`config.mk`:
```
export PLATFORM = sky130hd
export DESIGN_NAME = decode_stage
export DESIGN_NICKNAME = d
export VERILOG_FILES = /design/src/verilog/decode_pkg.sv /design/src/verilog/pipe_reg.sv /design/src/verilog/decode_imm.sv /design/src/verilog/decode_rs1.sv /design/src/verilog/decode_rs2.sv /design/src/verilog/decode_rd.sv /design/src/verilog/decode_stage.sv
export SDC_FILE = /design/constraint.sdc
export NUM_CORES = 1
export LEC_CHECK = 0
export ABC_AREA = 0
export BUFFER_PORTS_ARGS = -buffer_cell sky130_fd_sc_hd__buf_2
export CAP_MARGIN = 40
export CORE_UTILIZATION = 25
export DETAILED_ROUTE_END_ITERATION = 10
export SLEW_MARGIN = 20
export SYNTH_ARGS = -nofsm -noshare
export SYNTH_HDL_FRONTEND = slang
export SYNTH_SLANG_ARGS = --single-unit
```
`constraint.sdc`:
```
create_clock -name clk -period 2.1 [get_ports clk]
set_input_delay 0.42 -clock clk [delete_from_list [all_inputs] [get_ports clk]]
set_output_delay 0.42 -clock clk [all_outputs]
set_load 0.01 [all_outputs]
```
`src/verilog/decode_pkg.sv`:
```
/*
 * Shared types for the instruction decode stage.
 * Holds the opcode encoding, the 32-bit micro-op layout, the architectural
 * register number, the immediate word and the decoded bundle that leaves
 * the stage. Every RTL file refers to these by scoped name.
 */

package decode_pkg;

// ========================================
// Opcodes
// ========================================

// Representative subset of the major opcodes
// Values not listed here decode as having no operands beyond Rs1 and Rd
typedef enum logic [6:0] {
	OP_NOP    = 7'd0,
	OP_ADD    = 7'd4,
	OP_ADDI   = 7'd5,
	OP_ANDI   = 7'd8,
	OP_CMPI   = 7'd11,
	OP_SHIFT  = 7'd16,
	OP_FLTD   = 7'd18,
	OP_CSR    = 7'd22,
	OP_BCC64  = 7'd35,
	OP_BCCU64 = 7'd39,
	OP_LOAD   = 7'd70,
	OP_STORE  = 7'd84,
	OP_STI    = 7'd86,
	OP_AMO    = 7'd96
} opcode_t;

// ========================================
// Micro-op layout
// ========================================

// One 32-bit micro-op as it arrives from the fetch side
// The opcode sits in the low seven bits and the register fields above it
typedef struct packed {
	// Function code which also carries the upper immediate bits
	logic [6:0] func;
	// Second source register field
	logic [5:0] rs2;
	// First source register field
	logic [5:0] rs1;
	// Destination register field
	logic [5:0] rd;
	// Major opcode
	opcode_t    opcode;
} micro_op_t;

// ========================================
// Decoded values
// ========================================

// Architectural register number
// Bits 5:0 select the register and bit 6 selects the float bank
// A value whose low six bits are all ones names the zero register
typedef logic [7:0] aregno_t;

// Fully extended immediate operand
typedef logic [31:0] imm_t;

// Decoded bundle handed to the rename stage
typedef struct packed {
	// Opcode passed through for the execution units
	opcode_t opcode;
	// Architectural register numbers
	aregno_t rs1;
	aregno_t rs2;
	aregno_t rd;
	// Operand presence flags
	logic    has_rs1;
	logic    has_rs2;
	logic    has_rd;
	// Source names the hard-wired zero register
	logic    rs1z;
	logic    rs2z;
	// An immediate operand is present
	logic    has_imm;
	// Immediate value which is zero when has_imm is low
	imm_t    imm;
} decode_out_t;

endpackage

```
`src/verilog/pipe_reg.sv`:
```
/*
 * Valid-qualified pipeline register.
 * The payload type is set by the type parameter T so the same register
 * serves the raw micro-op and the decoded bundle. The valid flag follows
 * its input every cycle while the payload loads only on a valid input.
 */

`timescale 1ns/10ps

module pipe_reg #(
	parameter type T = logic
) (
	input  logic clk,
	input  logic rst,
	input  logic valid_in,
	input  T     data_in,
	output logic valid_out,
	output T     data_out
);

// Valid flag is control state and clears on reset
always_ff @(posedge clk)
begin
	if (rst)
		valid_out <= 1'b0;
	else
		valid_out <= valid_in;
end

// Payload holds its last value between valid inputs
always_ff @(posedge clk)
begin
	if (valid_in)
		data_out <= data_in;
end

endmodule

```
`src/verilog/decode_imm.sv`:
```
/*
 * Immediate decoder for the decode stage.
 * Detects the immediate forms and builds the 32-bit immediate value.
 * The has_immb output tells the Rs2 decoder that the immediate takes the
 * Rs2 slot, so that no second source register is read. Combinational only.
 */

`timescale 1ns/10ps

module decode_imm (
	input  decode_pkg::micro_op_t op,
	output logic                  has_imm,
	output logic                  has_immb,
	output decode_pkg::imm_t      imm
);

// The func and rs2 fields together form a 13-bit immediate
logic [12:0] imm13;
decode_pkg::imm_t imm13_sx;
decode_pkg::imm_t imm6_zx;

assign imm13 = {op.func, op.rs2};
// Sign extended copy for ALU immediates and store-immediate data
assign imm13_sx = {{19{imm13[12]}}, imm13};
// Shift amounts are never negative so the rs2 field is zero extended
assign imm6_zx = {26'd0, op.rs2};

always_comb
begin
	has_imm = 1'b0;
	has_immb = 1'b0;
	imm = '0;
	case (op.opcode)
	decode_pkg::OP_ADDI, decode_pkg::OP_ANDI, decode_pkg::OP_CMPI:
	begin
		has_imm = 1'b1;
		imm = imm13_sx;
	end
	decode_pkg::OP_SHIFT:
		// Func bit 6 selects shift by immediate amount
		if (op.func[6])
		begin
			has_imm = 1'b1;
			has_immb = 1'b1;
			imm = imm6_zx;
		end
	decode_pkg::OP_STI:
	begin
		// Store data comes from the immediate in place of Rs2
		has_imm = 1'b1;
		has_immb = 1'b1;
		imm = imm13_sx;
	end
	default:
		imm = '0;
	endcase
end

endmodule

```
`src/verilog/decode_rs1.sv`:
```
/*
 * First source register decoder.
 * Maps the rs1 field of a micro-op to an architectural register number
 * and flags whether the operand is used and whether it is the zero
 * register. Combinational only.
 */

`timescale 1ns/10ps

module decode_rs1 (
	input  decode_pkg::micro_op_t op,
	output decode_pkg::aregno_t   rs1,
	output logic                  rs1z,
	output logic                  has_rs1
);

always_comb
begin
	case (op.opcode)
	decode_pkg::OP_FLTD:
	begin
		// Float bank sits at 64 to 127
		rs1 = {2'b01, op.rs1};
		has_rs1 = 1'b1;
	end
	decode_pkg::OP_NOP:
	begin
		// A no-op reads nothing
		rs1 = '0;
		has_rs1 = 1'b0;
	end
	default:
	begin
		// Every other opcode reads Rs1 from the integer bank
		rs1 = {2'b00, op.rs1};
		has_rs1 = 1'b1;
	end
	endcase
end

// All ones in the low six bits names the zero register in either bank
assign rs1z = &rs1[5:0];

endmodule

```
`src/verilog/decode_rs2.sv`:
```
/*
 * Second source register decoder.
 * Maps the rs2 field of a micro-op to an architectural register number.
 * When the immediate decoder reports that the immediate occupies the Rs2
 * slot, the register is dropped. The register number is forced to zero
 * whenever no Rs2 operand exists. Combinational only.
 */

`timescale 1ns/10ps

module decode_rs2 (
	input  decode_pkg::micro_op_t op,
	input  logic                  has_immb,
	output decode_pkg::aregno_t   rs2,
	output logic                  rs2z,
	output logic                  has_rs2
);

// Integer and float forms of the field
decode_pkg::aregno_t rs2_int;
decode_pkg::aregno_t rs2_flt;

assign rs2_int = {2'b00, op.rs2};
assign rs2_flt = {2'b01, op.rs2};

// ========================================
// Operand selection
// ========================================

always_comb
begin
	rs2 = '0;
	has_rs2 = 1'b0;
	// The immediate wins over any register in the Rs2 slot
	if (!has_immb)
	begin
		case (op.opcode)
		decode_pkg::OP_FLTD:
		begin
			rs2 = rs2_flt;
			has_rs2 = 1'b1;
		end
		decode_pkg::OP_CSR:
			// Only the register form of CSR access reads Rs2
			if (op.func[6:4] == 3'd0)
			begin
				rs2 = rs2_int;
				has_rs2 = 1'b1;
			end
		decode_pkg::OP_ADD, decode_pkg::OP_SHIFT,
		decode_pkg::OP_BCC64, decode_pkg::OP_BCCU64,
		decode_pkg::OP_LOAD, decode_pkg::OP_STORE, decode_pkg::OP_AMO:
		begin
			rs2 = rs2_int;
			has_rs2 = 1'b1;
		end
		// Immediate ALU forms use the field as immediate bits and read no Rs2
		// All remaining opcodes read no Rs2 either
		default:
			has_rs2 = 1'b0;
		endcase
	end
end

// Zero register test on the low six bits
// Since rs2 is zero without an operand this flag is never set then
assign rs2z = &rs2[5:0];

endmodule

```
`src/verilog/decode_rd.sv`:
```
/*
 * Destination register decoder.
 * Maps the rd field of a micro-op to an architectural destination
 * register and flags whether the micro-op writes a register at all.
 * Branches, stores and no-ops have no destination. Combinational only.
 */

`timescale 1ns/10ps

module decode_rd (
	input  decode_pkg::micro_op_t op,
	output decode_pkg::aregno_t   rd,
	output logic                  has_rd
);

always_comb
begin
	case (op.opcode)
	decode_pkg::OP_FLTD:
	begin
		// Float results land in the upper bank
		rd = {2'b01, op.rd};
		has_rd = 1'b1;
	end
	decode_pkg::OP_BCC64, decode_pkg::OP_BCCU64,
	decode_pkg::OP_STORE, decode_pkg::OP_STI,
	decode_pkg::OP_NOP:
	begin
		// Nothing is written back for these
		rd = '0;
		has_rd = 1'b0;
	end
	default:
	begin
		// Integer result including loads and atomics
		rd = {2'b00, op.rd};
		has_rd = 1'b1;
	end
	endcase
end

endmodule

```
`src/verilog/decode_stage.sv`:
```
/*
 * Top level of the instruction decode stage.
 * A micro-op is registered on in_valid, decoded by four parallel
 * combinational decoders and the resulting bundle registered again.
 * out_valid and out_dec follow in_valid by exactly two clocks and a new
 * micro-op may enter every cycle. There is no back-pressure.
 */

`timescale 1ns/10ps

module decode_stage (
	input  logic                    clk,
	input  logic                    rst,
	input  logic                    in_valid,
	input  decode_pkg::micro_op_t   in_op,
	output logic                    out_valid,
	output decode_pkg::decode_out_t out_dec
);

// Registered micro-op
decode_pkg::micro_op_t op_q;
logic op_valid;

// Decoder results
logic has_imm;
logic has_immb;
decode_pkg::imm_t imm;
decode_pkg::aregno_t rs1;
decode_pkg::aregno_t rs2;
decode_pkg::aregno_t rd;
logic has_rs1;
logic has_rs2;
logic has_rd;
logic rs1z;
logic rs2z;

// Bundle before the output register
decode_pkg::decode_out_t dec_d;

// ========================================
// Input register and decoders
// ========================================

pipe_reg #(.T(decode_pkg::micro_op_t)) i_in_reg (
	.clk       (clk),
	.rst       (rst),
	.valid_in  (in_valid),
	.data_in   (in_op),
	.valid_out (op_valid),
	.data_out  (op_q)
);

decode_imm i_decode_imm (
	.op       (op_q),
	.has_imm  (has_imm),
	.has_immb (has_immb),
	.imm      (imm)
);

decode_rs1 i_decode_rs1 (
	.op      (op_q),
	.rs1     (rs1),
	.rs1z    (rs1z),
	.has_rs1 (has_rs1)
);

// Rs2 yields to an immediate that occupies its slot
decode_rs2 i_decode_rs2 (
	.op       (op_q),
	.has_immb (has_immb),
	.rs2      (rs2),
	.rs2z     (rs2z),
	.has_rs2  (has_rs2)
);

decode_rd i_decode_rd (
	.op     (op_q),
	.rd     (rd),
	.has_rd (has_rd)
);

// ========================================
// Bundle and output register
// ========================================

always_comb
begin
	dec_d.opcode = op_q.opcode;
	dec_d.rs1 = rs1;
	dec_d.rs2 = rs2;
	dec_d.rd = rd;
	dec_d.has_rs1 = has_rs1;
	dec_d.has_rs2 = has_rs2;
	dec_d.has_rd = has_rd;
	dec_d.rs1z = rs1z;
	dec_d.rs2z = rs2z;
	dec_d.has_imm = has_imm;
	dec_d.imm = imm;
end

pipe_reg #(.T(decode_pkg::decode_out_t)) i_out_reg (
	.clk       (clk),
	.rst       (rst),
	.valid_in  (op_valid),
	.data_in   (dec_d),
	.valid_out (out_valid),
	.data_out  (out_dec)
);

endmodule

```
==> metrics <==
status=completed; drt drc=0; Critical Path AT=2.19 ns; Req. time, crit path=2.29 ns; multiplexer area fraction after synthesis=0%; Worst Skew=0.00884 ns; # fillers=1165; post-DR vias/cell=3.86; first-pass GRT wire length=8.68 mm; Post-Syn Area=3110 µm²; minimum hold slack=0.258 ns; Slowest cell on crit path=or4b_4; Final min period=2.00 ns; WS Path Type=reg2reg; Overflow after GRT=0; Seq cells post-synth=80; maxcap violations=0; Max H-tree Level=3; Starting Density=25.8%; DR iter-0 viols=42; leading area contributor after synthesis=edfxtp_1; post-route antenna net violation count=0; Root Driver=clkbuf_16; I/O pin cnt=105; FP Rows=40; Tightest Pin Transition=0.737 ns; Worst setup SP type=flip-flop; Pwr per Cell Area=899 nW/µm²; Non-Filler Instances=459; Finished Cell Area=4030 µm²; nets@finish=320; clock slew at reported path FFs=0.06 ns; Num CTS Buffers=9; achievable clock frequency=501 MHz; Critical Path Fanout Max=8; TritonCTS clock tree=yes; largest net degree at the start of global routing=34; Max VDD drop=0.422 mV; port buffer count=101; main flop type after synthesis=edfxtp_1; synth unique cells=32; Synth Area in Simple Gates=12.8%; Routed WL=5.79 mm; Static Leak=1.51 nW; share of the synthesized area in the top cell type=75.4%; Clock Latency Late Sink=0.33 ns; Setup Viol. Count Final=0; initial antenna violation count=1; worst-path cell chain=or4b_4, a2111oi_4, a211oi_2, a21boi_4, and4_1; area share of fa/ha/maj cells after synthesis=0%; final worst path period share=95.1%; Placeable Area=12100 µm²; synth top area cells=edfxtp_1 (75%), buf_4 (5.8%), and2_1 (4.2%); Worst path top cell family by delay=simple AND/OR/NAND/NOR gates; chip width=114 µm; CTS sink cnt=80; Synth async-reset ratio=0%; YS warnings=0; hold-fix buffers at CTS=0; DP Area=3730 µm²; Die Area=12900 µm²; vias in the first global route=1715; hold crit path type=in2reg; Final TNS setup=0 ns; compound-cell area share of the yosys netlist=3.66%; largest family of logic cells by synthesized area=simple AND/OR/NAND/NOR gates; fraction of layout cells with a size suffix above 1=47.9%; Crit path buffers/inverters=0; maximum root-to-sink buffer count=2; most common cell in the netlist=edfxtp_1; RSZ-0062 raised after global routing=false; DR WL/cell=12.6 µm; Max-slew headroom=50.9%; Die Y=114 µm; GRT Util Overall=9.18%; DR vias=1774; Synth Area in XOR/XNOR=0%; dpl hpwl=4.23 mm; Hold Fails Final Rpt=0; Inst Count DP=441; Post-synth top cells=edfxtp_1 (78), buf_4 (24), and2_1 (21); number of enable flip-flop cells after synthesis=78; sequential cell area fraction in the yosys report=76.7%; synth-to-layout area growth=29.5%; TritonRoute pass-1 iters=4; Worst path max stage delay=0.58 ns; Post-Syn Instances=185; synthesized area per cell=16.8 µm²; Placer Congestion=0.714; Setup crit end kind=flip-flop; Final Max Tran Viols=0
==> layout make-up <==
type / instances / area (µm²) / area share (%)
multi-input cells: 77 / 534 / 13.3
well taps: 168 / 210 / 5.22
repair buffers: 114 / 613 / 15.2
clock buffers: 9 / 225 / 5.59
diodes: 1 / 2.50 / 0.0622
inverters: 3 / 11.3 / 0.280
clock inverters: 7 / 46.3 / 1.15
flip-flops and latches: 80 / 2380 / 59.2
==> worst paths after layout <==
path	start	to	slack, ns	cells past startpoint
worst max-delay path	i_in_reg.data_out[6]$_DFFE_PP_	i_out_reg.data_out[33]$_DFFE_PP_	0.10	5
worst min-delay path	rst	i_in_reg.valid_out$_SDFF_PP0_	0.26	2
worst max register to register	i_in_reg.data_out[6]$_DFFE_PP_	i_out_reg.data_out[33]$_DFFE_PP_	0.10	5
worst min register to register	i_in_reg.data_out[1]$_DFFE_PP_	i_out_reg.data_out[63]$_DFFE_PP_	0.52	0
==> report_power, final <==
part           leakage (nW)  total [mW]  internal [mW]  switching [mW]
clock network         0.129        1.40          0.797           0.604
logic                 0.643       0.287          0.132           0.154
registers             0.735        1.93           1.88          0.0518
==> timing repair <==
| action | 4_1_cts | 5_1_grt |
|---|---|---|
| resized for setup | 0 | 3 |
| buffers inserted | 0 | 1 |
| hold endpoints to repair | 0 | 0 |
| endpoints found under the setup margin | 0 | 20 |
==> through the flow <==
step	power (mW)	setup WS, ns	util (%)
3_5_place_dp	2.25	0.0367	31.0
6_report	3.62	0.103	33.4
2_1_floorplan	2.12	0.0926	-
3_3_place_gp	2.25	0.0625	30.9
5_1_grt	3.77	0.0000810	33.4
4_1_cts	3.66	0.0229	33.2
==> kinds of logic (layout without fill, tap and decap cells) <==
kind of cell    after synthesis  in the layout
simple gates                 62             62
other cells                   1              4
compound gates               12             12
buf+inv                      30            133
flops                        80             80
==> cell usage in the layout (no fill, tap or decap), drive strengths merged <==
master	instances
nor4b	1
inv	4
o22ai	1
o31a	1
o21a	1
clkbuf	9
nand3b	1
a21oi	2
nor4	1
a2111oi	1
or3	3
o21ai	3
nor4bb	1
conb	3
diode	1
a22oi	1
or4b	1
and3	5
a211oi	1
edfxtp	78
clkinv	4
nand2	2
nor2b	9
dfxtp	2
nand2b	3
and2	24
a21boi	1
clkinvlp	2
buf	114
nor2	4
nand4b	1
nor3	3
and4	3
==> worst reg2reg max path, stage by stage (launching register included) <==
cell and delay (ns):
edfxtp_1 0.44, or4b_4 0.58, a2111oi_4 0.31, a211oi_2 0.09
a21boi_4 0.23, and4_1 0.21
==> registers in the layout (all words and copies together), names as in the netlist <==
register,cells
i_out_reg.data_out,46
i_in_reg.valid_out,1
i_in_reg.data_out,32
i_out_reg.valid_out,1
==> per-layer routing <==
metal,up-vias,wire length (µm),track usage (%)
met1,820,2550,10.9
met5,-,0,0
met4,0,114,5.00
met2,86,2710,14.2
li1,856,-,-
met3,12,426,3.67
Power figures use the tool's default switching activity.
